==> src/design/ColorBufferPkg.sv <==
`default_nettype none

package ColorBufferPkg;

    // one square tile of the frame is kept on chip at a time
    localparam int TILE_DIM      = 16;
    localparam int PIXEL_COUNT   = TILE_DIM * TILE_DIM;   // 256 pixels per tile
    localparam int ADDR_BITS     = $clog2(PIXEL_COUNT);   // linear address, row major

    // RGBA4444 layout with red in the top nibble and alpha in the bottom one
    localparam int CHANNEL_BITS  = 4;
    localparam int CHANNEL_COUNT = 4;

    typedef logic [CHANNEL_BITS*CHANNEL_COUNT-1:0] pixel_t;
    typedef logic [ADDR_BITS-1:0]                  pixelAddr_t;

    // bit 0 enables alpha (lowest nibble) and bit 3 enables red
    typedef logic [CHANNEL_COUNT-1:0]              channelMask_t;

    // replace overwrites the channel while add saturates at the channel maximum
    typedef enum logic
    {
        BLEND_REPLACE,
        BLEND_ADD
    } blendMode_t;

    typedef enum logic
    {
        BLEND_IDLE,     // port A reads the incoming fragment's address
        BLEND_WRITE     // old pixel is on writeDataOut and the merge is written back
    } blendState_t;

    typedef enum logic [1:0]
    {
        FLUSH_IDLE,
        FLUSH_SWEEP,    // one address per cycle goes out on port B
        FLUSH_DRAIN     // last pixel leaves the pipeline here
    } flushState_t;

endpackage

`default_nettype wire

==> src/design/TileStreamer.sv <==
`timescale 1ns/100ps
`default_nettype none

// sweeps port B over the whole tile once per flush and streams the pixels out
module TileStreamer import ColorBufferPkg::*;
(
    input  logic       clk,
    input  logic       reset,
    input  logic       flushStart,
    output pixelAddr_t readAddr,
    input  pixel_t     readData,
    output logic       pixelValid,
    output pixelAddr_t pixelIndex,
    output pixel_t     pixelData,
    output logic       flushBusy,
    output logic       flushDone
);

    flushState_t state;
    pixelAddr_t  addrCount;   // address on port B during the sweep
    logic        issue;       // a read goes to the RAM at the coming edge
    logic        lastAddr;

    assign issue    = (state == FLUSH_SWEEP);
    assign lastAddr = (addrCount == pixelAddr_t'(PIXEL_COUNT - 1));

    always_ff @(posedge clk)
    begin
        if (reset)
        begin
            state     <= FLUSH_IDLE;
            addrCount <= '0;
        end
        else
        begin
            case (state)
                FLUSH_IDLE:
                begin
                    // the done cycle still counts as busy, so no restart there
                    if (flushStart && !flushDone)
                    begin
                        state     <= FLUSH_SWEEP;
                        addrCount <= '0;
                    end
                end
                FLUSH_SWEEP:
                begin
                    addrCount <= addrCount + 1'b1;   // wraps back to zero after the last pixel
                    if (lastAddr)
                        state <= FLUSH_DRAIN;
                end
                FLUSH_DRAIN:
                    state <= FLUSH_IDLE;   // last pixel is on the outputs in this cycle
                default:
                    state <= FLUSH_IDLE;
            endcase
        end
    end

    // the valid flag and the index follow the address by the RAM latency of one cycle
    always_ff @(posedge clk)
    begin
        if (reset)
        begin
            pixelValid <= 1'b0;
            flushDone  <= 1'b0;
        end
        else
        begin
            pixelValid <= issue;
            flushDone  <= (state == FLUSH_DRAIN);   // pulse one cycle after the last pixel
        end
    end

    always_ff @(posedge clk)
    begin
        pixelIndex <= addrCount;
    end

    assign readAddr  = addrCount;
    assign pixelData = readData;   // already registered inside the RAM
    assign flushBusy = (state != FLUSH_IDLE) || flushDone;

endmodule

`default_nettype wire

==> config.mk <==
export PLATFORM = sky130hd
export DESIGN_NAME = TileStreamer
export DESIGN_NICKNAME = d
export VERILOG_FILES = /design/src/design/ColorBufferPkg.sv /design/src/design/TileStreamer.sv
export SDC_FILE = /design/constraint.sdc
export NUM_CORES = 1
export LEC_CHECK = 0
export CORE_MARGIN = 2
export CORE_UTILIZATION = 52
export DETAILED_ROUTE_END_ITERATION = 12
export DONT_BUFFER_PORTS = 1
export PLACE_DENSITY = 0.81
export SYNTH_ARGS = -nofsm -noshare
export SYNTH_HDL_FRONTEND = slang
export SYNTH_SLANG_ARGS = --single-unit
export TNS_END_PERCENT = 100
==> constraint.sdc <==
create_clock -name clk -period 1.4 [get_ports clk]
set_input_delay 0 -clock clk [delete_from_list [all_inputs] [get_ports clk]]
set_output_delay 0 -clock clk [all_outputs]
set_load 0.01 [all_outputs]
# == Word-level counts from Yosys, hierarchy flattened ==
# Cells that the tools add are included.
# totals
register_bits,20
in_bits,19
output_inout_bits,35
wordCells,24
# op_classes
add_sub_neg,1
n_eq_ne,5
n_mux,5
n_reduce_logical,8
# ops
op,count
one-hot mux 8 bit (2 select lines),1
adder 8 x 1 -> 8 bit (second input constant),1
== test 8 bit (second input constant),1
two-way mux 8 bit,1
two-way mux 2 bit,2
one-hot mux 2 bit (2 select lines),1
AND reduction 2 bit,2
nonzero test 2 bit,2
== test 2 x 1 -> 1 bit (second input constant),1
== test 2 bit (second input constant),1
zero test 2 bit,1
inequality test 2 x 1 -> 1 bit (second input constant),1
inequality test 2 bit (second input constant),1
logical AND 1 bit,1
zero test 1 bit,1
logical OR 1 bit,1

# == Logic depth before layout (Yosys ltp) ==
# Gate-level depths: netlist of run 1.
# logic_depth
ltp_word,4
depth_mapped,4
mapped_depth_nobuf,4

# == Worst setup path after synthesis of run 1 ==
# No wires, ideal clock.
# synth_path
path_kind,register -> register
from,reg state[0]
to,reg addrCount[7] (netlist: readAddr[7])
setup_time_ps,132
arrival_ps,1185
required_time_ps,1268
setup_slack_ps,83
stages_incl_launch_ff,5
path_buffers,1
period_less_slack_ps,1317
cell_sequence,dfxtp_1 -> or4b_1 -> buf_2 -> o311ai_0 -> a21oi_1
# synth_between
elab_chain_len,3
word_cells_on_any_way,6
cone_classes,2 x eq/ne; 1 x mux; 3 x reduce/logical
# synth_lines
item,line_no,rtl
"start, declared",TileStreamer.sv:19,flushState_t state;
"start signal, assigned",TileStreamer.sv:31,state <= FLUSH_IDLE;
"start signal, assigned",TileStreamer.sv:42,state <= FLUSH_SWEEP;
"start signal, assigned",TileStreamer.sv:50,state <= FLUSH_DRAIN;
== test 2 x 1 -> 1 bit / zero test 2 bit (equally long branches),TileStreamer.sv:36,case (state)
nonzero test 2 bit (no source line) / inequality test 2 bit (equally long branches),-,
AND reduction 2 bit (no source line),-,
"end signal, assigned",TileStreamer.sv:48,addrCount <= addrCount + 1'b1;
"end, declared",TileStreamer.sv:20,pixelAddr_t addrCount;
# Several ways; a longest one is shown, not always the timed one.
# A chain may end at the register's enable or synchronous reset.

# == Final worst setup path of run 1 ==
# Ends and elaborated chain as after synthesis.

==> results of run 1 <==
routing by layer:
layer / vias to the layer above / GRT usage, % / part of all wire, %
met5: - / 0 / 0
met3: 12 / 3.750 / 7.9
met1: 259 / 18.02 / 41
met2: 23 / 23.28 / 48
li1: 277 / - / -
met4: 0 / 15.15 / 3.5
sequential cells by signal, indices dropped and copies added, names as in the netlist:
| signal | cells |
|---|---|
| readAddr | 8 |
| pixelIndex | 8 |
| flushDone | 1 |
| state | 2 |
| pixelValid | 1 |
logic make-up after synthesis:
group | after synthesis | share of synthesized area (%)
fa+ha+maj | 1 | 1.553
simple gates | 25 | 18.01
buf+inv | 20 | 16.93
compound gates | 16 | 13.82
flops | 20 | 49.69
worst min-delay path by stage:
stage / start / endpoint / slack [ps] / cells after the start
finish: readData[9] / pixelData[9] / 0.004 / 0
global route: readData[2] / pixelData[2] / 0.02 / 0
CTS: readData[8] / pixelData[8] / 0.07 / 0
detailed placement: readData[8] / pixelData[8] / 0.07 / 0
global placement: readData[8] / pixelData[8] / 0.07 / 0
floorplan: reset / readAddr[2]$_SDFFE_PP0P_ / 80 / 1
power groups by stage:
stage	Combinational, mW	Clock, mW	Sequential, mW
finish	0.0585	0.325	0.589
global route	0.0658	0.353	0.590
CTS	0.0574	0.338	0.588
detailed placement	0.0486	0	0.601
global placement	0.0472	0	0.600
floorplan	0.0803	0	0.605
area by class of cell:
type	count	area, um^2	share of cell area, %
sequential	20	401.6	47.77
multi-input combinational	42	275.3	32.74
timing repair buffer	13	100.1	11.90
clock buffer	4	36.28	4.315
tap	16	20.02	2.381
inverter	2	7.507	0.8929
metrics by stage:
step / power, mW / instance area [um^2] / instances / worst slack [ps] / util (%)
2_1_floorplan: 0.6849 / 805.8 / 82 / 82.78 / -
3_5_place_dp: 0.6496 / 764.5 / 89 / -15.75 / 51.96
6_report: 0.9723 / 840.8 / 97 / 83.20 / 57.14
4_1_cts: 0.9836 / 814.5 / 94 / 30.25 / 55.36
3_3_place_gp: 0.6476 / 764.5 / 89 / 27.65 / 51.96
5_1_grt: 1.009 / 840.8 / 97 / 6.687 / 57.14
worst max-delay path: stages, from the launching register on:
cell,delay [ps]
dfxtp_2,350
buf_4,130
nand4b_1,130
or4_1,510
a21oi_1,140
cells in the final DEF (no fill, tap or decap), drive strengths merged:
| cell | count |
|---|---|
| nand4 | 1 |
| nor2 | 1 |
| nor3b | 1 |
| or2 | 1 |
| a21oi | 7 |
| nand3 | 4 |
| nor2b | 1 |
| a311oi | 1 |
| dfxtp | 20 |
| nand4b | 1 |
| nor3 | 1 |
| buf | 12 |
| nand2b | 2 |
| or4b | 1 |
| a221oi | 1 |
| clkbuf | 4 |
| o21a | 2 |
| or4 | 1 |
| nand3b | 1 |
| o311ai | 1 |
| or3 | 4 |
| inv | 2 |
| nand2 | 5 |
| ha | 1 |
| a41oi | 1 |
| dlygate4sd3 | 1 |
| o211ai | 3 |
timing repair:
| action | 4_1_cts | 5_1_grt |
|---|---|---|
| resized for setup | 1 | 3 |
| endpoints found under the setup margin | 5 | 3 |
| hold buffers | 1 | 0 |
| setup buffers | 0 | 3 |
| pin swaps | 0 | 2 |
| endpoints found under the hold margin | 12 | 0 |
==> metrics.txt, run 1 <==
status=complete, no violations; Starting Density=54.76%; largest net degree at the start of global routing=13; Post-DRT Antenna Nets=0; f_max=around 0.76 GHz; Synth Instances=82; Worst EP required=between 1500 and 2000 ps; HP Class=in2out; Switching Share=roughly 22%; # fillers=about 130; flops & latches, synth=20; max cap viols=0; pins over their slew limit=0; # DRC=0; slew margin rel.=a little under 70%; Clk Latency, worst-skew pair=roughly 290 ps; CTS tree=yes; DR vias=571; CP endpoint kind=register; switching power=approximately 210 uW; worst slew pin tran=around 460 ps; LEAKAGE=between 0.3 and 0.4 nW; die height=about 43 um; Worst Setup EP=readAddr[7]$_SDFFE_PP0P_; reg2reg end=readAddr[7]$_SDFFE_PP0P_; clock slew seen by the registers of the worst setup and hold paths=~100 ps; CTS Buf Count=3; PortBufs=0; Cell Area, Synth=805.8 um^2; Iteration-0 DRC Markers=12; worst hold slack=around 0.0045 ps; final antenna diode count=0; via-per-instance ratio=between 5 and 6; H-Tree Depth=1; Async SR Flop Fraction=0%; Netlist cell types=28; die area=approximately 1900 um^2; Rows=14; area grow syn2layout=4.348%; Gate power share=about 6.0%; sequential area share after synthesis=a little under 50%; initial antenna violation count=0; Post-synth top cells=20 x dfxtp_1, 16 x buf_4, 6 x a21oi_1; mean post-synth cell area=around 9.8 um^2; CTS Buffer Depth=2; clk_skew=2.794 ps; Setup TNS=0 ps; GR Util All Layers=between 10% and 20%; syn nets=102; Critical Path Start Type=register; Crit path arrival time=around 1600 ps; first-pass GRT wire length=about 2200 um; Pint=762.7 uW; synth top area cells=dfxtp_1 50%, buf_4 15%, a21oi_1 3.7%; cells on worst reg2reg path=4; Synth top area share=approximately half; WL per Instance=approximately 15 um; total grt overflow=0; Die W=43.37 um; PwrDens=around 1200 nW/um^2; Main synth FF type=dfxtp_1; Flop pwr share=between 60% and 70%; Placer Congestion=0.8014; root buffer cell=clkbuf_4; drt total wl=approximately 1400 um; Post-synth EDFFs=0; # IOs=54; Yosys top cell by area=dfxtp_1; Setup violations, final=0; kind of critical path=reg2reg; vias in the first global route=around 510; DPL Wire Length=around 1000 um; FF-to-FF Start=state[0]$_SDFFE_PP0P_; final worst path period share=94.06%; Crit. Startpoint=state[0]$_SDFFE_PP0P_; Hold Violations, Final=0; clock share of power=33.4%; Worst R2R Setup Slack=~83 ps; Core Footprint=roughly 1500 um^2; setup repair after global routing missed its margin=no; Tmin final=about 1300 ps; # clock sinks=20; count leader, synth=dfxtp_1; share of cells above drive strength 1=25.93%; Crit Path Max Fanout=7; Yosys warnings=0; drt pass-1 iters=4; Peak supply drop=approximately 0.54 mV; layout net count=102
(Power assumes the default switching activity.)
==> inputs of run 2 (changes only) <==
CELL_PAD_IN_SITES_DETAIL_PLACEMENT = 1   (was default)
CELL_PAD_IN_SITES_GLOBAL_PLACEMENT = 1   (was default)
CORE_UTILIZATION = 37   (was 52)
==> metrics.txt, run 2 (synthesis gave the netlist of run 1 again) <==
# DRC=0 (unchanged); HP Class=in2reg (was in2out); first-pass GRT wire length=3063 um (was 2152 um); DR vias=585 (was 571); status=finished, violations left (was complete, no violations); final antenna diode count=0 (unchanged); WL per Instance=16.56 um (was 14.70 um); Critical Path Start Type=register (unchanged); most common cell after layout, fill and taps aside=dfxtp_1 (unchanged); clock share of power=42.5% (was 33.4%); setup repair after global routing missed its margin=yes (was no); Setup TNS=-18.56 ps (was 0 ps); leading cell types in the layout, fill and taps excluded=17 x dfxtp_1, 12 x buf_4, 5 x nand2_1 (was 19 x dfxtp_1, 12 x buf_4, 6 x a21oi_1); H-Tree Depth=1 (unchanged); largest net degree at the start of global routing=13 (unchanged); die height=50.67 um (was 43.37 um); PwrDens=1209 nW/um^2 (was 1156 nW/um^2); Worst EP required=1640 ps (was 1630 ps); setup ws final=-18.56 ps (was 83.20 ps); area grow syn2layout=15.37% (was 4.348%); Tmin final=1419 ps (was 1317 ps); slew margin rel.=80.48% (was 69.12%); PortBufs=0 (unchanged); cell family with most CP delay=simple AND/OR/NAND/NOR gates (unchanged); Iteration-0 DRC Markers=9 (was 12); GR Util All Layers=15.38% (was 15.63%); Die W=50.67 um (was 43.37 um); Core Util, Final=46.44% (was 57.14%); CTS Buffer Depth=2 (unchanged); Pint=894.6 uW (was 762.7 uW); clock slew seen by the registers of the worst setup and hold paths=120 ps (was 100 ps); initial antenna violation count=0 (unchanged); vias in the first global route=622 (was 506); Core Footprint=2002 um^2 (was 1471 um^2); Hold Violations, Final=11 (was 0); Gate power share=5.1% (was 6.0%); Rows=16 (was 14); pre-CTS WS=4.005 ps (was -15.75 ps); via-per-instance ratio=5.270 (was 5.887); share of cells above drive strength 1=36.90% (was 25.93%); kind of critical path=reg2reg (unchanged); CP max stage delay=350 ps (was 510 ps); Flop pwr share=52.4% (was 60.6%); Switching Share=20.39% (was 21.56%); Post-DRT Antenna Nets=0 (unchanged); worst slew pin tran=288.3 ps (was 461.6 ps); Clk Latency, worst-skew pair=310 ps (was 290 ps); max cap viols=0 (unchanged); Hold Buf Count CTS=1 (unchanged); layout net count=105 (was 102); f_max=0.7049 GHz (was 0.7594 GHz); drt pass-1 iters=4 (unchanged); Placer Congestion=0.7898 (was 0.8014); crit-path cells=buf_6, nand4b_1, buf_4, or3_4, a21oi_2 (was buf_4, nand4b_1, or4_1, a21oi_1); Crit path arrival time=1660 ps (was 1550 ps); CTS tree=yes (unchanged); DPL Wire Length=1278 um (was 989.5 um); LEAKAGE=0.3466 nW (was 0.3116 nW); final worst path period share=101.3% (was 94.06%); CP endpoint kind=register (unchanged); Buf/Inv on CP=2 (was 1); # IOs=54 (unchanged); switching power=229.2 uW (was 209.6 uW); # clock sinks=20 (unchanged); Critical Path Slowest Stage Cell=dfxtp_2 (was or4_1); drt total wl=1838 um (was 1426 um); total grt overflow=0 (unchanged); violated checks=hold timing, setup timing; pins over their slew limit=0 (unchanged); worst hold slack=-261.8 ps (was 0.004470 ps); Crit Path Max Fanout=5 (was 7); Peak supply drop=0.5705 mV (was 0.5365 mV); root buffer cell=clkbuf_4 (unchanged); CTS Buf Count=3 (unchanged); die area=2567 um^2 (was 1881 um^2); Starting Density=40.25% (was 54.76%); Setup violations, final=1 (was 0); clk_skew=6.042 ps (was 2.794 ps)
[run 2: cell count changes in the layout (fill, tap and decap cells not counted), sizes merged]
cell | before | now
bufinv | 0 | 1
clkbuf | 4 | 3
buf | 12 | 15
[run 2: repair_timing]
item	4_1_cts	5_1_grt
endpoints found under the hold margin	12	11
pin swaps	1	4
buffers inserted	2	1
resized for setup	1	13
endpoints found under the setup margin	2	4
[run 2: layout make-up]
cell class | instances | area, um^2
fill | 231 | 1072
sequential | 20 | 404.1
multi-input combinational | 42 | 297.8
timing repair buffer | 16 | 133.9
tap | 27 | 33.78
clock inverter | 1 | 30.03
clock buffer | 3 | 22.52
inverter | 2 | 7.507
[run 2: path summary, 6_finish.rpt]
kind | cells after the start | slack [ps] | to | startpoint
hold reg to reg | 0 | 470 | pixelIndex[7]$_DFF_P_ | readAddr[7]$_SDFFE_PP0P_
setup reg to reg | 5 | -20 | readAddr[3]$_SDFFE_PP0P_ | state[1]$_SDFFE_PP0P_
setup / recovery | 5 | -20 | readAddr[3]$_SDFFE_PP0P_ | state[1]$_SDFFE_PP0P_
hold / removal | 1 | -260 | readAddr[1]$_SDFFE_PP0P_ | reset
[run 2: power groups by stage]
stage	clock network [mW]	logic (mW)	registers (mW)
after floorplan	0	0.0803	0.605
after global placement	0	0.0522	0.600
after detailed placement	0	0.0549	0.601
after CTS	0.486	0.0571	0.588
after global routing	0.511	0.0646	0.590
final	0.477	0.0578	0.589
[run 2: per-layer routing]
| metal | GRT usage, % | vias up | share of wire (%) |
|---|---|---|---|
| li1 | - | 281 | - |
| met4 | 8.108 | 0 | 1.5 |
| met2 | 24.34 | 20 | 50 |
| met5 | 0 | - | 0 |
| met1 | 18.93 | 278 | 40 |
| met3 | 4.167 | 6 | 7.5 |
[run 2: worst reg2reg max path: cells and delay by family (launching register included)]
kind | cells | cell delay (ps)
DFF | 1 | 350
and+or+nand+nor | 2 | 550
AOI/OAI and AO/OA | 1 | 140
buffers and inverters | 2 | 320
[run 2: per-stage QoR]
step	power, mW	cell area, um^2	hold WS, ps	instances
after floorplan	0.6849	805.8	78.70	82
after global placement	0.6525	800.8	0.1189	103
after detailed placement	0.6556	800.8	0.1189	103
after CTS	1.131	882.1	-264.4	110
after global routing	1.166	929.6	-283.9	111
final	1.124	929.6	-261.8	111
==> inputs of run 3 (changes only) <==
BUFFER_PORTS_ARGS = -buffer_cell sky130_fd_sc_hd__buf_2   (was default)
CORE_UTILIZATION = 30   (was 37)
DONT_BUFFER_PORTS = default   (was 1)
PLACE_DENSITY = 0.93   (was 0.81)
clock period = 1.7 ns   (was 1.4 ns; I/O delays follow)
==> metrics.txt, run 3 (synthesis gave the netlist of run 1 again) <==
status=complete, no violations (was finished, violations left); Post-CTS Setup Inserts=0 (was 2); Iteration-0 DRC Markers=5 (was 9); Rows=18 (was 16); pre-CTS WS=200.7 ps (was 4.005 ps); PwrDens=1039 nW/um^2 (was 1209 nW/um^2); final worst path period share=87.88% (was 101.3%); final antenna diode count=0 (unchanged); HP Class=in2out (was in2reg); initial antenna violation count=0 (unchanged); Setup violations, final=0 (was 1); total grt overflow=0 (unchanged); Setup TNS=0 ps (was -18.56 ps); Crit path arrival time=1690 ps (was 1660 ps); Core Footprint=2522 um^2 (was 2002 um^2); layout net count=111 (was 105); Critical Path Slowest Stage Cell=or4b_1 (was dfxtp_2); Critical Path Start Type=register (unchanged); GR Util All Layers=11.45% (was 15.38%); root buffer cell=clkbuf_4 (unchanged); kind of critical path=reg2reg (unchanged); area grow syn2layout=9.472% (was 15.37%); Hold Violations, Final=0 (was 11); Peak supply drop=0.3336 mV (was 0.5705 mV); CP endpoint kind=register (unchanged); Post-DRT Antenna Nets=0 (unchanged); Tmin final=1494 ps (was 1419 ps); setup ws final=206.0 ps (was -18.56 ps); first-pass GRT wire length=2842 um (was 3063 um); drt total wl=1647 um (was 1838 um); slew margin rel.=77.36% (was 80.48%); largest net degree at the start of global routing=13 (unchanged); max cap viols=0 (unchanged); die height=55.83 um (was 50.67 um); worst slew pin tran=335.3 ps (was 288.3 ps); vias in the first global route=604 (was 622); # IOs=54 (unchanged); clock slew seen by the registers of the worst setup and hold paths=110 ps (was 120 ps); crit-path cells=or4b_1, o311ai_0, a21oi_1 (was buf_6, nand4b_1, buf_4, or3_4, a21oi_2); most common cell after layout, fill and taps aside=buf_2 (was dfxtp_1); # DRC=0 (unchanged); DR vias=616 (was 585); CTS Buffer Depth=2 (unchanged); Worst EP required=1890 ps (was 1640 ps); f_max=0.6694 GHz (was 0.7049 GHz); pins over their slew limit=0 (unchanged); worst hold slack=0.004442 ps (was -261.8 ps); Clk Latency, worst-skew pair=300 ps (was 310 ps); WL per Instance=13.73 um (was 16.56 um); setup repair after global routing missed its margin=no (was yes); die area=3116 um^2 (was 2567 um^2); drt pass-1 iters=4 (unchanged); DPL Wire Length=1245 um (was 1278 um); H-Tree Depth=1 (unchanged); CTS Buf Count=3 (unchanged); Starting Density=31.94% (was 40.25%); leading cell types in the layout, fill and taps excluded=21 x buf_2, 20 x dfxtp_1, 6 x a21oi_1 (was 17 x dfxtp_1, 12 x buf_4, 5 x nand2_1); CP max stage delay=710 ps (was 350 ps); # clock sinks=20 (unchanged); Crit Path Max Fanout=8 (was 5); Die W=55.83 um (was 50.67 um); via-per-instance ratio=5.133 (was 5.270); LEAKAGE=0.3674 nW (was 0.3466 nW); PortBufs=21 (was 0); share of cells above drive strength 1=30.00% (was 36.90%); Placer Congestion=0.8040 (was 0.7898); clk_skew=8.335 ps (was 6.042 ps); CTS tree=yes (unchanged)
[run 3: what timing repair did]
| item | in CTS | in global routing |
|---|---|---|
| hold endpoints to repair | 1 | 0 |
| setup endpoints to repair | 0 | 0 |
| resized for setup | 0 | 0 |
| hold buffers | 1 | 0 |
[run 3: metal layers]
layer	GRT usage [%]	up-vias	wire length (um)
met5	0	-	0
met4	7.483	0	49
met3	4.651	5	166
met2	18.54	27	777
met1	12.27	293	653
li1	-	291	-
[run 3: path summary, 6_finish.rpt]
path / start / endpoint / slack, ps / cells past startpoint
max: state[0]$_SDFFE_PP0P_ / readAddr[7]$_SDFFE_PP0P_ / 210 / 3
min: readData[8] / pixelData[8] / 0.004 / 0
max reg2reg: state[0]$_SDFFE_PP0P_ / readAddr[7]$_SDFFE_PP0P_ / 210 / 3
min reg2reg: readAddr[5]$_SDFFE_PP0P_ / pixelIndex[5]$_DFF_P_ / 410 / 0
[run 3: area by class of cell]
type | instances | area (um^2)
Multi-Input combinational cell | 42 | 269.0
Inverter | 2 | 7.507
Clock buffer | 3 | 22.52
Timing Repair Buffer | 22 | 115.1
Sequential cell | 20 | 400.4
Clock inverter | 1 | 30.03
Tap cell | 30 | 37.54
Fill cell | 309 | 1640
[run 3: report_power, final]
group / switching [mW] / leakage, nW / internal (mW)
logic: 0.0295 / 0.178 / 0.0191
registers: 0.00772 / 0.162 / 0.477
clock network: 0.144 / 0.0279 / 0.238
total: 0.182 / 0.367 / 0.735
[run 3: stage by stage]
stage / utilization, % / power [mW] / cell area [um^2] / instances
after detailed placement: 32.49 / 0.5431 / 819.5 / 115
after floorplan: - / 0.5640 / 805.8 / 82
after CTS: 34.97 / 0.9314 / 882.1 / 120
after global placement: 32.49 / 0.5396 / 819.5 / 115
final: 34.97 / 0.9162 / 882.1 / 120
after global routing: 34.97 / 0.9676 / 882.1 / 120
[run 3: critical path: cells and delay by family, from the launching register on]
family / cells / cell delay [ps]
simple gates: 1 / 710
flops: 1 / 380
compound gates: 2 / 300
