## src/design/ColorBufferPkg.sv

```systemverilog
`default_nettype none

package ColorBufferPkg;

    // one square tile of the frame is kept on chip at a time
    localparam int TILE_DIM      = 16;
    localparam int PIXEL_COUNT   = TILE_DIM * TILE_DIM;   // 256 pixels per tile
    localparam int ADDR_BITS     = $clog2(PIXEL_COUNT);   // linear address, row major

    // RGBA4444 layout with red in the top nibble and alpha in the bottom one
    localparam int CHANNEL_BITS  = 4;
    localparam int CHANNEL_COUNT = 4;

    typedef logic [CHANNEL_BITS*CHANNEL_COUNT-1:0] pixel_t;
    typedef logic [ADDR_BITS-1:0]                  pixelAddr_t;

    // bit 0 enables alpha (lowest nibble) and bit 3 enables red
    typedef logic [CHANNEL_COUNT-1:0]              channelMask_t;

    // replace overwrites the channel while add saturates at the channel maximum
    typedef enum logic
    {
        BLEND_REPLACE,
        BLEND_ADD
    } blendMode_t;

    typedef enum logic
    {
        BLEND_IDLE,     // port A reads the incoming fragment's address
        BLEND_WRITE     // old pixel is on writeDataOut and the merge is written back
    } blendState_t;

    typedef enum logic [1:0]
    {
        FLUSH_IDLE,
        FLUSH_SWEEP,    // one address per cycle goes out on port B
        FLUSH_DRAIN     // last pixel leaves the pipeline here
    } flushState_t;

endpackage

`default_nettype wire

```

## src/design/RamWritePortIf.sv

```systemverilog
`timescale 1ns/100ps
`default_nettype none

// port A of the tile RAM, which writes and also returns the old word
interface RamWritePortIf import ColorBufferPkg::*; ();

    pixel_t       writeData;     // word to store, only masked channels land
    logic         write;         // write strobe for this cycle
    pixelAddr_t   writeAddr;     // shared by the read and the write of port A
    channelMask_t writeMask;     // per nibble write enable
    pixel_t       writeDataOut;  // word at the address of the previous edge, before any write there

    // the blender owns the request side of the port
    modport blender
    (
        output writeData,
        output write,
        output writeAddr,
        output writeMask,
        input  writeDataOut
    );

    modport ram
    (
        input  writeData,
        input  write,
        input  writeAddr,
        input  writeMask,
        output writeDataOut
    );

endinterface

`default_nettype wire

```

## src/design/FragmentBlender.sv

```systemverilog
`timescale 1ns/100ps
`default_nettype none

// takes one fragment every second cycle and merges it into the tile over port A
module FragmentBlender import ColorBufferPkg::*;
(
    input  logic            clk,
    input  logic            reset,
    input  logic            fragValid,
    input  pixelAddr_t      fragAddr,
    input  pixel_t          fragColor,
    input  channelMask_t    fragMask,
    input  blendMode_t      fragMode,
    output logic            blendBusy,
    RamWritePortIf.blender  wp
);

    blendState_t  state;
    logic         accept;         // fragment taken at this edge

    // fragment held across the read-modify-write
    pixelAddr_t   addrReg;
    pixel_t       colorReg;
    channelMask_t maskReg;
    blendMode_t   modeReg;

    pixel_t       blendedPixel;   // merge of the old word and the held fragment

    // one channel of the blend, the add clamps at the largest channel value
    function automatic logic [CHANNEL_BITS-1:0] blendChannel
    (
        input logic [CHANNEL_BITS-1:0] oldValue,
        input logic [CHANNEL_BITS-1:0] fragValue,
        input blendMode_t              mode
    );
        logic [CHANNEL_BITS:0] sum;   // one spare bit catches the overflow
        sum = {1'b0, oldValue} + {1'b0, fragValue};
        if (mode == BLEND_REPLACE)
            return fragValue;
        if (sum[CHANNEL_BITS])
            return '1;   // saturate
        return sum[CHANNEL_BITS-1:0];
    endfunction

    assign accept = (state == BLEND_IDLE) && fragValid;   // anything arriving while busy is lost

    always_ff @(posedge clk)
    begin
        if (reset)
            state <= BLEND_IDLE;
        else
        begin
            case (state)
                BLEND_IDLE:
                begin
                    if (accept)
                        state <= BLEND_WRITE;
                end
                BLEND_WRITE:
                    state <= BLEND_IDLE;   // the write always finishes in one cycle
                default:
                    state <= BLEND_IDLE;
            endcase
        end
    end

    always_ff @(posedge clk)
    begin
        if (accept)
        begin
            addrReg  <= fragAddr;
            colorReg <= fragColor;
            maskReg  <= fragMask;
            modeReg  <= fragMode;
        end
    end

    // channels outside the mask carry the old value, though the RAM ignores them anyway
    always_comb
    begin
        for (int ch = 0; ch < CHANNEL_COUNT; ch++)
        begin
            if (maskReg[ch])
                blendedPixel[ch*CHANNEL_BITS +: CHANNEL_BITS] = blendChannel(
                    wp.writeDataOut[ch*CHANNEL_BITS +: CHANNEL_BITS],
                    colorReg[ch*CHANNEL_BITS +: CHANNEL_BITS],
                    modeReg);
            else
                blendedPixel[ch*CHANNEL_BITS +: CHANNEL_BITS] =
                    wp.writeDataOut[ch*CHANNEL_BITS +: CHANNEL_BITS];
        end
    end

    // while idle the incoming address goes straight to the RAM so the old word is ready next cycle
    assign wp.writeAddr  = (state == BLEND_WRITE) ? addrReg : fragAddr;
    assign wp.write      = (state == BLEND_WRITE);
    assign wp.writeData  = blendedPixel;
    assign wp.writeMask  = maskReg;
    assign blendBusy     = (state == BLEND_WRITE);   // high only in the write cycle

endmodule

`default_nettype wire

```

## src/flat_wrapper.sv

```systemverilog
// flat-port wrapper written by rule: the top's interface ports become plain ports
module FragmentBlender_flat import ColorBufferPkg::*;
  (clk, reset, fragValid, fragAddr, fragColor, fragMask, fragMode, blendBusy, wp_writeData, wp_write, wp_writeAddr, wp_writeMask, wp_writeDataOut);
  RamWritePortIf wp_i ();
  input  logic clk;
  input  logic reset;
  input  logic fragValid;
  input  pixelAddr_t fragAddr;
  input  pixel_t fragColor;
  input  channelMask_t fragMask;
  input  blendMode_t fragMode;
  output logic blendBusy;
  output wire logic [$bits(wp_i.writeData)-1:0] wp_writeData;
  output wire logic [$bits(wp_i.write)-1:0] wp_write;
  output wire logic [$bits(wp_i.writeAddr)-1:0] wp_writeAddr;
  output wire logic [$bits(wp_i.writeMask)-1:0] wp_writeMask;
  input wire logic [$bits(wp_i.writeDataOut)-1:0] wp_writeDataOut;
  assign wp_writeData = wp_i.writeData;
  assign wp_write = wp_i.write;
  assign wp_writeAddr = wp_i.writeAddr;
  assign wp_writeMask = wp_i.writeMask;
  assign wp_i.writeDataOut = wp_writeDataOut;
  FragmentBlender u_core (.clk(clk), .reset(reset), .fragValid(fragValid), .fragAddr(fragAddr), .fragColor(fragColor), .fragMask(fragMask), .fragMode(fragMode), .blendBusy(blendBusy), .wp(wp_i));
endmodule
```

## config.mk

```make
export PLATFORM = sky130hd
export DESIGN_NAME = FragmentBlender_flat
export DESIGN_NICKNAME = d
export VERILOG_FILES = /design/src/design/ColorBufferPkg.sv /design/src/design/RamWritePortIf.sv /design/src/design/FragmentBlender.sv /design/src/flat_wrapper.sv
export SDC_FILE = /design/constraint.sdc
export NUM_CORES = 1
export LEC_CHECK = 0
export BUFFER_PORTS_ARGS = -buffer_cell sky130_fd_sc_hd__buf_2
export CORE_MARGIN = 10
export CORE_UTILIZATION = 46
export CTS_CLUSTER_DIAMETER = 30
export DETAILED_ROUTE_END_ITERATION = 7
export MAX_ROUTING_LAYER = met4
export PLACE_DENSITY = 0.76
export REMOVE_ABC_BUFFERS = 1
export SKIP_LAST_GASP = 1
export SYNTH_ARGS = -nofsm -noshare
export SYNTH_HDL_FRONTEND = slang
export SYNTH_SLANG_ARGS = --single-unit
```

## constraint.sdc

```tcl
create_clock -name clk -period 3.9 [get_ports clk]
set_input_delay 0.195 -clock clk [delete_from_list [all_inputs] [get_ports clk]]
set_output_delay 0.195 -clock clk [all_outputs]
set_load 0.01 [all_outputs]
```

## Word level (Yosys, flattened, before mapping)

Cells that the tools add are included.

- Register bits: 30
- Input bits: 48

- $add $sub $neg: 4
- Muxes and demuxes: 40
- Bitwise gates (word level): 1
- Reductions and logical operators: 1

Operator list:

| cell | number |
|---|---|
| 4-bit 2-to-1 mux | 20 |
| 4-bit by 4-bit adder with 5-bit output | 4 |
| 1-bit 2-to-1 mux | 18 |
| 8-bit 2-to-1 mux | 1 |
| 1-bit case mux with 2 select lines | 1 |
| 1-bit logical AND | 1 |
| 1-bit NOT | 1 |

## Depth between registers and ports, before layout

Gate-level depths: netlist of run 1.

- Depth after elaboration: 7
- Mapped depth: 7

## Worst setup path after synthesis of run 1

No wires, ideal clock.

- Path type: register to register
- Start point: register u_core.state (netlist: u_core.blendBusy)
- End point: register u_core.addrReg[0], enable pin
- Arrival time: 1.868 ns
- Required time: 3.481 ns
- Slack: 1.612 ns
- Stages on the path, launching flop included: 3
- Period minus slack after synthesis: 2.288 ns
- Path through: dfxtp_1 -> buf_2 -> nor2b_1

- Word-level cells in the longest chain between the ends: 2

Ends and longest elaborated chain:

| what | line | RTL |
|---|---|---|
| start: declaration | FragmentBlender.sv:18 | `blendState_t state;` |
| start signal: assignment | FragmentBlender.sv:50 | `state <= BLEND_IDLE;` |
| start signal: assignment | FragmentBlender.sv:57 | `state <= BLEND_WRITE;` |
| start signal: assignment | FragmentBlender.sv:60 | `state <= BLEND_IDLE;` |
| 1-bit NOT | FragmentBlender.sv:45 | `assign accept = (state == BLEND_IDLE) && fragValid;` |
| 1-bit logical AND | FragmentBlender.sv:45 |  |
| net u_core.accept | FragmentBlender.sv:19 | `logic accept;` |
| end signal: assignment | FragmentBlender.sv:71 | `addrReg <= fragAddr;` |
| end: declaration | FragmentBlender.sv:22 | `pixelAddr_t addrReg;` |

The timed path passes the listed nets, and every way through them passes these cells.
A chain may end at the register's enable or synchronous reset.

## Final worst setup path of run 1

- Start point: register u_core.colorReg[8]
- End point: output port wp_writeData[9]

- Word-level cells in the longest chain between the ends: 7

Ends and longest elaborated chain:

| what | line | RTL |
|---|---|---|
| start: declaration | FragmentBlender.sv:23 | `pixel_t colorReg;` |
| start signal: assignment | FragmentBlender.sv:72 | `colorReg <= fragColor;` |
| 4-bit by 4-bit adder with 5-bit output * | FragmentBlender.sv:37 | `sum = {1'b0, oldValue} + {1'b0, fragValue};` |
| 1-bit 2-to-1 mux (2 in series) | FragmentBlender.sv:40 | `if (sum[CHANNEL_BITS])` |
| 1-bit 2-to-1 mux | FragmentBlender.sv:83 | `if (maskReg[ch])` |
| 4-bit 2-to-1 mux * | FragmentBlender.sv:42 | `return sum[CHANNEL_BITS-1:0];` |
| 4-bit 2-to-1 mux * | FragmentBlender.sv:40 |  |
| 4-bit 2-to-1 mux * | FragmentBlender.sv:83 |  |
| end: declaration | flat_wrapper.sv:13 | `output wire logic [$bits(wp_i.writeData)-1:0] wp_writeData;` |

Mark *: on every way between the ends. The rest lies on a longest branch, timed or not. The select of a mux whose other input is x is not followed.

==> flow_summary.ini, run 1 <==
[outcome]
status = finished, final reports clean

[power]
p_sw_mw = 0.232
switching_share = 0.258
power.density_nw_per_um2 = 360
combPwrFrac = 0.221
internal-power_mw = 0.669
seq_power_share = 0.437
p_total_mw = 0.901
p_leak_nw = 1.17
irDropWorstVdd_mv = 0.286
p_clk_frac = 0.342

[setup_path]
cp_data_required_time_ns = 3.70
r2r-start = u_core.blendBusy
reg2reg_depth = 2
crit_start = u_core.colorReg[8]
ff2ff_setup_slack_ns = 2.40
crit_family = adder cells
path_cells = ha_1 > inv_1 > fa_1 > nor2b_4 > o21ai_2 > and3_1 > o22ai_1 > buf_2
cpMaxStageDelayCell = fa_1
crit_path_end = wp_writeData[9]
reg2reg_to = u_core.colorReg[4]
worstPathArrival_ns = 2.01
cp_max_fo = 4
start_kind = flip-flop
cp-end-kind = output port
critPathMaxStageDelay_ns = 0.44
crit_type = flip-flop to output port
path_buf_inv = 2
cp.depth = 8

[logic_synthesis]
synth.top_cell.area_share = 0.445
synth_cell_types = 23
synth_edf_count = 29
synth_area_um2 = 1960
ys_top_cells_by_count = edfxtp_1 (29), ha_1 (16), inv_1 (16)
ys_ff_latch = 30
synth_top_cell_by_area = edfxtp_1
synth.avg_cell_area_um2 = 12.2
synthFlopType = edfxtp_1
ys_top_cells_by_area = edfxtp_1 (45%), ha_1 (10%), mux2_1 (4.6%), fa_1 (4.1%), xor2_1 (3.6%)
synth_seq_area_share = 0.456
synth_warnings = 0
synthCells = 160
async_flop_share = 0
post-synth-top-count-cell = edfxtp_1

[layout]
n_antenna_cell = 0
layout-drive-gt1-share = 0.442
syn_to_final_growth_pct = 28.0
utilization = 0.617
nets = 309
fin_area_um2 = 2500

[sta]
final.setup.tns_ns = 0
rsz0062_at_grt = false
finalCritPeriodShare = 0.566
min_period_ns = 2.21
finClkSkew_ns = 0.00752
finalMaxSlewViolations = 0
setup_viol = 0
fmax_ghz = 0.453
finalHoldViolations = 0
worstMarginPinSlew_ns = 0.672
maxSlewHeadroom = 0.552

[drt]
drtPass1Iterations = 4
vias = 1511
drtAntennaViolNets = 0
drtIter0Drc = 75
wire_per_inst_um = 15.2
vias_per_cell = 5.17
drc = 0
drt-total-wl_um = 4430

[place]
dpl.hpwl_um = 3680
post_dp_cell_area_um2 = 2390
place_congestion = 0.776
port_buffers = 77

[clocking]
htree_levels = 2
clk_path_buf_depth = 2
cts_buffers = 5
postCtsSetupRepairBufs = 0
clk_pin_slew_ns = 0.07
clock_latency_ns = 0.28
cts_root_buf = clkbuf_8
clock_sinks = 30
cts-resized-gates = 0
cts_hold_buf = 0
cts_tree = yes

[floorplan]
die_x_um = 85.2
rows = 23
initial_core_util = 0.482
die_y_um = 85.2
core_area_um2 = 4060
ios = 78
die_area_um2 = 7260

[global_route]
grt_util_met1 = 0.145
grt_pass1_vias = 1625
grt_use_met3 = 0.0650
grt_overflow = 0
antenna_found_initial = 0
grt_pass1_wl_um = 7470
grt_max_degree = 25
grt_use_met2 = 0.196
grt_usage = 0.130
busiest_layer = met2

[worst_hold_path]
hp-class = input pin to flip-flop
hold_start = reset

[flow_run]
max_cap_violations = 0
[power groups by stage]
| stage | combinational [mW] | clock, mW | sequential (mW) |
|---|---|---|---|
| CTS | 0.202 | 0.318 | 0.394 |
| global placement | 0.196 | 0 | 0.400 |
| detailed placement | 0.201 | 0 | 0.401 |
| finish | 0.199 | 0.308 | 0.394 |
| global route | 0.225 | 0.338 | 0.397 |
| floorplan | 0.125 | 0 | 0.398 |
[kinds of logic after synthesis]
logic type / after synthesis / synth area share
simple gates: 30 / 0.109
flops: 30 / 0.456
mux: 16 / 0.0979
compound gates: 36 / 0.115
fa+ha+maj: 20 / 0.143
buf+inv: 20 / 0.0435
xor+xnor: 8 / 0.0358
[per-stage QoR]
step | hold WS, ns | worst slack, ns | instances
global route | 0.0431 | 1.54 | 292
global placement | 0.350 | 2.04 | 284
detailed placement | 0.360 | 2.00 | 284
CTS | 0.0491 | 1.69 | 292
finish | 0.0578 | 1.69 | 292
floorplan | 0.267 | 1.63 | 156
[flip-flops by register name (all words and copies together), names as in the netlist]
name / cells
u_core.blendBusy: 1
u_core.addrReg: 8
u_core.wp.writeMask: 4
u_core.modeReg: 1
u_core.colorReg: 16
[worst min path at each step]
stage | end | depth (start not counted)
finish | u_core.blendBusy | 2
detailed placement | u_core.blendBusy | 2
floorplan | u_core.blendBusy | 1
CTS | u_core.blendBusy | 2
global placement | u_core.blendBusy | 2
global route | u_core.blendBusy | 2
[per-layer routing]
layer | share of wire | vias up | wire, um
met5 | 0 | - | 0
met4 | 0.012 | 0 | 53
met3 | 0.11 | 6 | 472
met2 | 0.47 | 76 | 2080
met1 | 0.41 | 682 | 1820
li1 | - | 747 | -
[worst reg2reg max path, stage by stage (launching register included)]
cell,delay (ns)
dfxtp_1,0.44
nor2b_2,0.35
buf_4,0.37
[layout make-up]
cell class / instances / area [um2]
clock inverters: 3 / 45.0
inverters: 16 / 60.1
multi-input cells: 110 / 982
clock buffers: 5 / 68.8
well taps: 50 / 62.6
flip-flops and latches: 30 / 891
fillers: 336 / 1560
repair buffers: 78 / 393
[placed cells by master, fill, tap and decap left out, types with 5 or more instances in the layout]
cell type  Yosys  layout
edfxtp_1      29      29
clkbuf_8       0       5
a31oi_1        8       8
nor2_1         8       8
mux2_1         8       8
xor2_1         8       8
inv_1         16      16
ha_1          16      16
o22ai_1        8       8
and3_1         8       8
buf_2          2      77
a21oi_1        8       8
mux2_2         5       5
(Power assumes the default switching activity.)
==> run 2: changes to the inputs <==
Clock period 3.9 ns to 2.2 ns, I/O delays scaled along.
==> run 2 against run 1 <==
Effect of this change:
- cell area rose by 9.2%
- clock skew hardly changed
- cell count rose by 7.2%
- clock-buffer cell count unchanged
- global-route usage is essentially flat
- combinational power is 94% higher
- worst hold slack worse by 0.044 ns
- core utilization up 5.7 points
- die area unchanged
- worst setup slack worse by 1.6 ns
- largest cell class unchanged
- via count grew 2.3%
==> flow_summary.ini, run 2 (synthesis results as in run 1) <==
[drt]
drtIter0Drc = 28
drtAntennaViolNets = 0
vias_per_cell = 4.94
drc = 0
drtPass1Iterations = 4
drt-total-wl_um = 4570
wire_per_inst_um = 14.6
vias = 1545

[floorplan]
core_area_um2 = 4060
ios = 78
rows = 23
initial_core_util = 0.482
die_y_um = 85.2
die_x_um = 85.2
die_area_um2 = 7260

[setup_path]
path_buf_inv = 2
cp_max_fo = 4
critPathMaxStageDelay_ns = 0.39
cpMaxStageDelayCell = edfxtp_1
start_kind = flip-flop
cp_data_required_time_ns = 2.09
crit_type = flip-flop to output port
worstPathArrival_ns = 1.96
cp-end-kind = output port
crit_family = adder cells
path_cells = ha_1 > inv_1 > fa_2 > nor2b_4 > o21ai_2 > a31oi_1 > mux2_4 > buf_2

[power]
p_leak_nw = 1.26
p_sw_mw = 0.418
internal-power_mw = 1.21
combPwrFrac = 0.237
power.density_nw_per_um2 = 597
p_clk_frac = 0.335
seq_power_share = 0.428
switching_share = 0.256
irDropWorstVdd_mv = 0.601

[global_route]
grt_pass1_vias = 1677
grt_max_degree = 26
grt_usage = 0.130
grt_overflow = 0
grt_pass1_wl_um = 7630
antenna_found_initial = 0

[clocking]
clk_pin_slew_ns = 0.06
clock_sinks = 30
clock_latency_ns = 0.28
htree_levels = 2
clk_path_buf_depth = 2
cts_root_buf = clkbuf_8
cts_buffers = 5
postCtsSetupRepairBufs = 0
cts_tree = yes

[place]
port_buffers = 77
dpl.hpwl_um = 3500
place_congestion = 0.822

[sta]
finalMaxSlewViolations = 0
fmax_ghz = 0.483
worstMarginPinSlew_ns = 0.647
finalCritPeriodShare = 0.941
finalHoldViolations = 0
maxSlewHeadroom = 0.569
final.setup.tns_ns = 0
finClkSkew_ns = 0.00735
min_period_ns = 2.07
setup_viol = 0
holdWs_ns = 0.0136

[layout]
syn_to_final_growth_pct = 39.7
final_cell_mix = buf_2 (77), edfxtp_1 (29), dlygate4sd3_1 (21)
utilization = 0.673
layout-drive-gt1-share = 0.418
regArea_um2 = 891
n_antenna_cell = 0
nets = 330
largest_reg_flops = 16
final_common_cell = buf_2
fillers = 301
multi_input_area_um2 = 990
top_register = u_core.colorReg

[worst_hold_path]
hp-class = input pin to flip-flop

[outcome]
status = finished, final reports clean

[flow_run]
max_cap_violations = 0
-- run 2: per-stage QoR --
step	power [mW]	setup slack (ns)	instances	area [um2]
after floorplan	0.927	-0.0688	156	1930
after global placement	1.06	0.420	284	2400
after detailed placement	1.07	0.406	284	2400
after CTS	1.65	0.0668	310	2700
after global routing	1.73	-0.000411	313	2730
final	1.63	0.131	313	2730
-- run 2: path summary, 6_finish.rpt --
kind	endpoint	from	depth (start not counted)	slack, ns
setup / recovery	wp_writeData[2]	u_core.colorReg[0]	8	0.13
hold / removal	u_core.addrReg[5]	fragAddr[5]	1	0.01
setup reg to reg	u_core.addrReg[1]	u_core.blendBusy	2	0.81
hold reg to reg	u_core.colorReg[13]	u_core.blendBusy	1	1.00
-- run 2: what timing repair did --
item | in CTS | in global routing
resized for setup | 0 | 3
endpoints found under the hold margin | 18 | 3
hold buffers | 18 | 3
setup endpoints to repair | 0 | 6
-- run 2: power groups by stage --
stage | Combinational, mW | Clock, mW | Sequential, mW
after floorplan | 0.222 | 0 | 0.705
after global placement | 0.351 | 0 | 0.709
after detailed placement | 0.357 | 0 | 0.710
after CTS | 0.383 | 0.566 | 0.698
after global routing | 0.435 | 0.596 | 0.703
final | 0.386 | 0.547 | 0.698
-- run 2: worst register-to-register path, delay by kind of cell (launching register included) --
kind | cells | cell delay, ns
flops | 1 | 0.46
simple gates | 1 | 0.39
buf+inv | 1 | 0.23
-- run 2: final cells by class --
cell class                 instances  share of cell area
inverter                          16              0.0220
tap                               50              0.0229
clock buffer                       5              0.0252
clock inverter                     3              0.0165
multi-input combinational        110               0.362
timing repair buffer              99               0.225
sequential                        30               0.326
-- run 2: metal layers --
metal,vias up,global-route usage,share of wire
li1,790,-,-
met1,687,0.142,0.40
met2,64,0.198,0.46
met3,4,0.0736,0.13
met4,0,0.0419,0.012
met5,-,-,0
==> run 3: changes to the inputs <==
Clock period 2.2 ns to 2.38 ns, I/O delays scaled along.
==> run 3 against run 2 <==
Effect of this change:
- first-iteration DRC count rose by 61%
- via count rose by 1.2%
- clock power fell by 4.4%
- global-route usage rose by 0.30 points
==> flow_summary.ini, run 3 (synthesis results as in run 1) <==
[layout]
nets = 324
final_cell_mix = buf_2 (77), edfxtp_1 (29), inv_1 (16), ha_1 (16), dlygate4sd3_1 (14)
top_register = u_core.colorReg
syn_to_final_growth_pct = 35.5
fin_cells = 307
layout-drive-gt1-share = 0.420
final_common_cell = buf_2
largest_reg_flops = 16
n_antenna_cell = 0

[clocking]
clk_path_buf_depth = 2
clk_pin_slew_ns = 0.07
cts_buffers = 5
htree_levels = 2
cts_tree = yes
cts_root_buf = clkbuf_8
clock_sinks = 30
clock_latency_ns = 0.29

[drt]
drtIter0Drc = 45
drc = 0
drtAntennaViolNets = 0
wire_per_inst_um = 16.0
drtPass1Iterations = 4
vias_per_cell = 5.09
drt-total-wl_um = 4900
vias = 1564

[global_route]
grt_usage = 0.133
antenna_found_initial = 0
grt_pass1_wl_um = 7770
grt_overflow = 0
grt_max_degree = 21
grt_pass1_vias = 1687

[setup_path]
start_kind = flip-flop
cp-end-kind = output port
cp_data_required_time_ns = 2.26
reg2reg_depth = 2
crit_type = flip-flop to output port
reg2reg_to = u_core.colorReg[5]
cp_max_fo = 4
ff2ff_setup_slack_ns = 1.14
r2r-start = u_core.blendBusy
worstPathArrival_ns = 2.01

[floorplan]
core_area_um2 = 4060
die_area_um2 = 7260
rows = 23
initial_core_util = 0.482
die_x_um = 85.2
ios = 78
die_y_um = 85.2

[sta]
finalMaxSlewViolations = 0
fmax_ghz = 0.469
final.setup.tns_ns = 0
setup_viol = 0
finClkSkew_ns = 0.0129
maxSlewHeadroom = 0.552
setup_slack_ns = 0.246
finalHoldViolations = 0
finalCritPeriodShare = 0.897
min_period_ns = 2.13
rsz0062_at_grt = false
worstMarginPinSlew_ns = 0.671

[worst_hold_path]
holdPathEnd = u_core.colorReg[13]
hold_start = fragColor[13]
hp-class = input pin to flip-flop
hold-path-cell-count = 1

[power]
p_clk_frac = 0.345
combPwrFrac = 0.229
p_sw_mw = 0.405
internal-power_mw = 1.11
seq_power_share = 0.426
irDropWorstVdd_mv = 0.450
power.density_nw_per_um2 = 572
p_leak_nw = 1.24
switching_share = 0.267

[place]
dp_cells = 285
place_congestion = 0.824
post-place-ws_ns = 0.548
port_buffers = 77
dpl.hpwl_um = 3650

[flow_run]
max_cap_violations = 0

[outcome]
status = finished, final reports clean
run 3: worst max path at each step:
stage | from | end | slack, ns
global placement | u_core.colorReg[12] | wp_writeData[14] | 0.61
detailed placement | u_core.colorReg[12] | wp_writeData[14] | 0.55
finish | u_core.colorReg[12] | wp_writeData[14] | 0.25
global route | u_core.colorReg[0] | wp_writeData[2] | 0.09
CTS | u_core.colorReg[12] | wp_writeData[14] | 0.23
floorplan | u_core.blendBusy | u_core.addrReg[0] | 0.11
run 3: final cells by class:
type	instances	area (um2)
Fill cell	326	1410
Multi-Input combinational cell	110	982
Sequential cell	30	891
Timing Repair Buffer	93	541
Clock buffer	5	68.8
Tap cell	50	62.6
Inverter	16	60.1
Clock inverter	3	45.0
run 3: through the flow:
stage,cell area (um2),utilization,hold WS [ns],power [mW]
floorplan,1930,-,0.191,0.857
global placement,2400,0.591,0.275,0.978
detailed placement,2400,0.591,0.292,0.988
CTS,2630,0.648,0.000498,1.52
global route,2650,0.653,-0.00919,1.60
finish,2650,0.653,0.00703,1.52
run 3: critical path, stage by stage (launching register included):
cell,delay (ns)
edfxtp_1,0.35
ha_1,0.18
inv_1,0.06
fa_1,0.44
nor2b_4,0.14
o21ai_2,0.08
a31oi_1,0.17
mux2_2,0.17
buf_2,0.14
run 3: per-layer routing:
| metal | global-route usage | routed length [um] | vias up |
|---|---|---|---|
| met5 | - | 0 | - |
| met4 | 0.0359 | 82 | 0 |
| met3 | 0.0707 | 580 | 11 |
| met2 | 0.208 | 2370 | 62 |
| met1 | 0.146 | 1870 | 714 |
| li1 | - | - | 777 |
run 3: power by group through the flow:
stage                     logic (mW)  clock network, mW  registers (mW)
after CTS                      0.348              0.529           0.646
after detailed placement       0.331                  0           0.657
after global routing           0.391              0.562           0.651
after global placement         0.322                  0           0.655
after floorplan                0.205                  0           0.652
final                          0.348              0.523           0.646
run 3: timing repair:
action,CTS,global route
buffers inserted,0,0
hold buffers,12,2
hold endpoints to repair,12,2
gates resized for setup,0,0
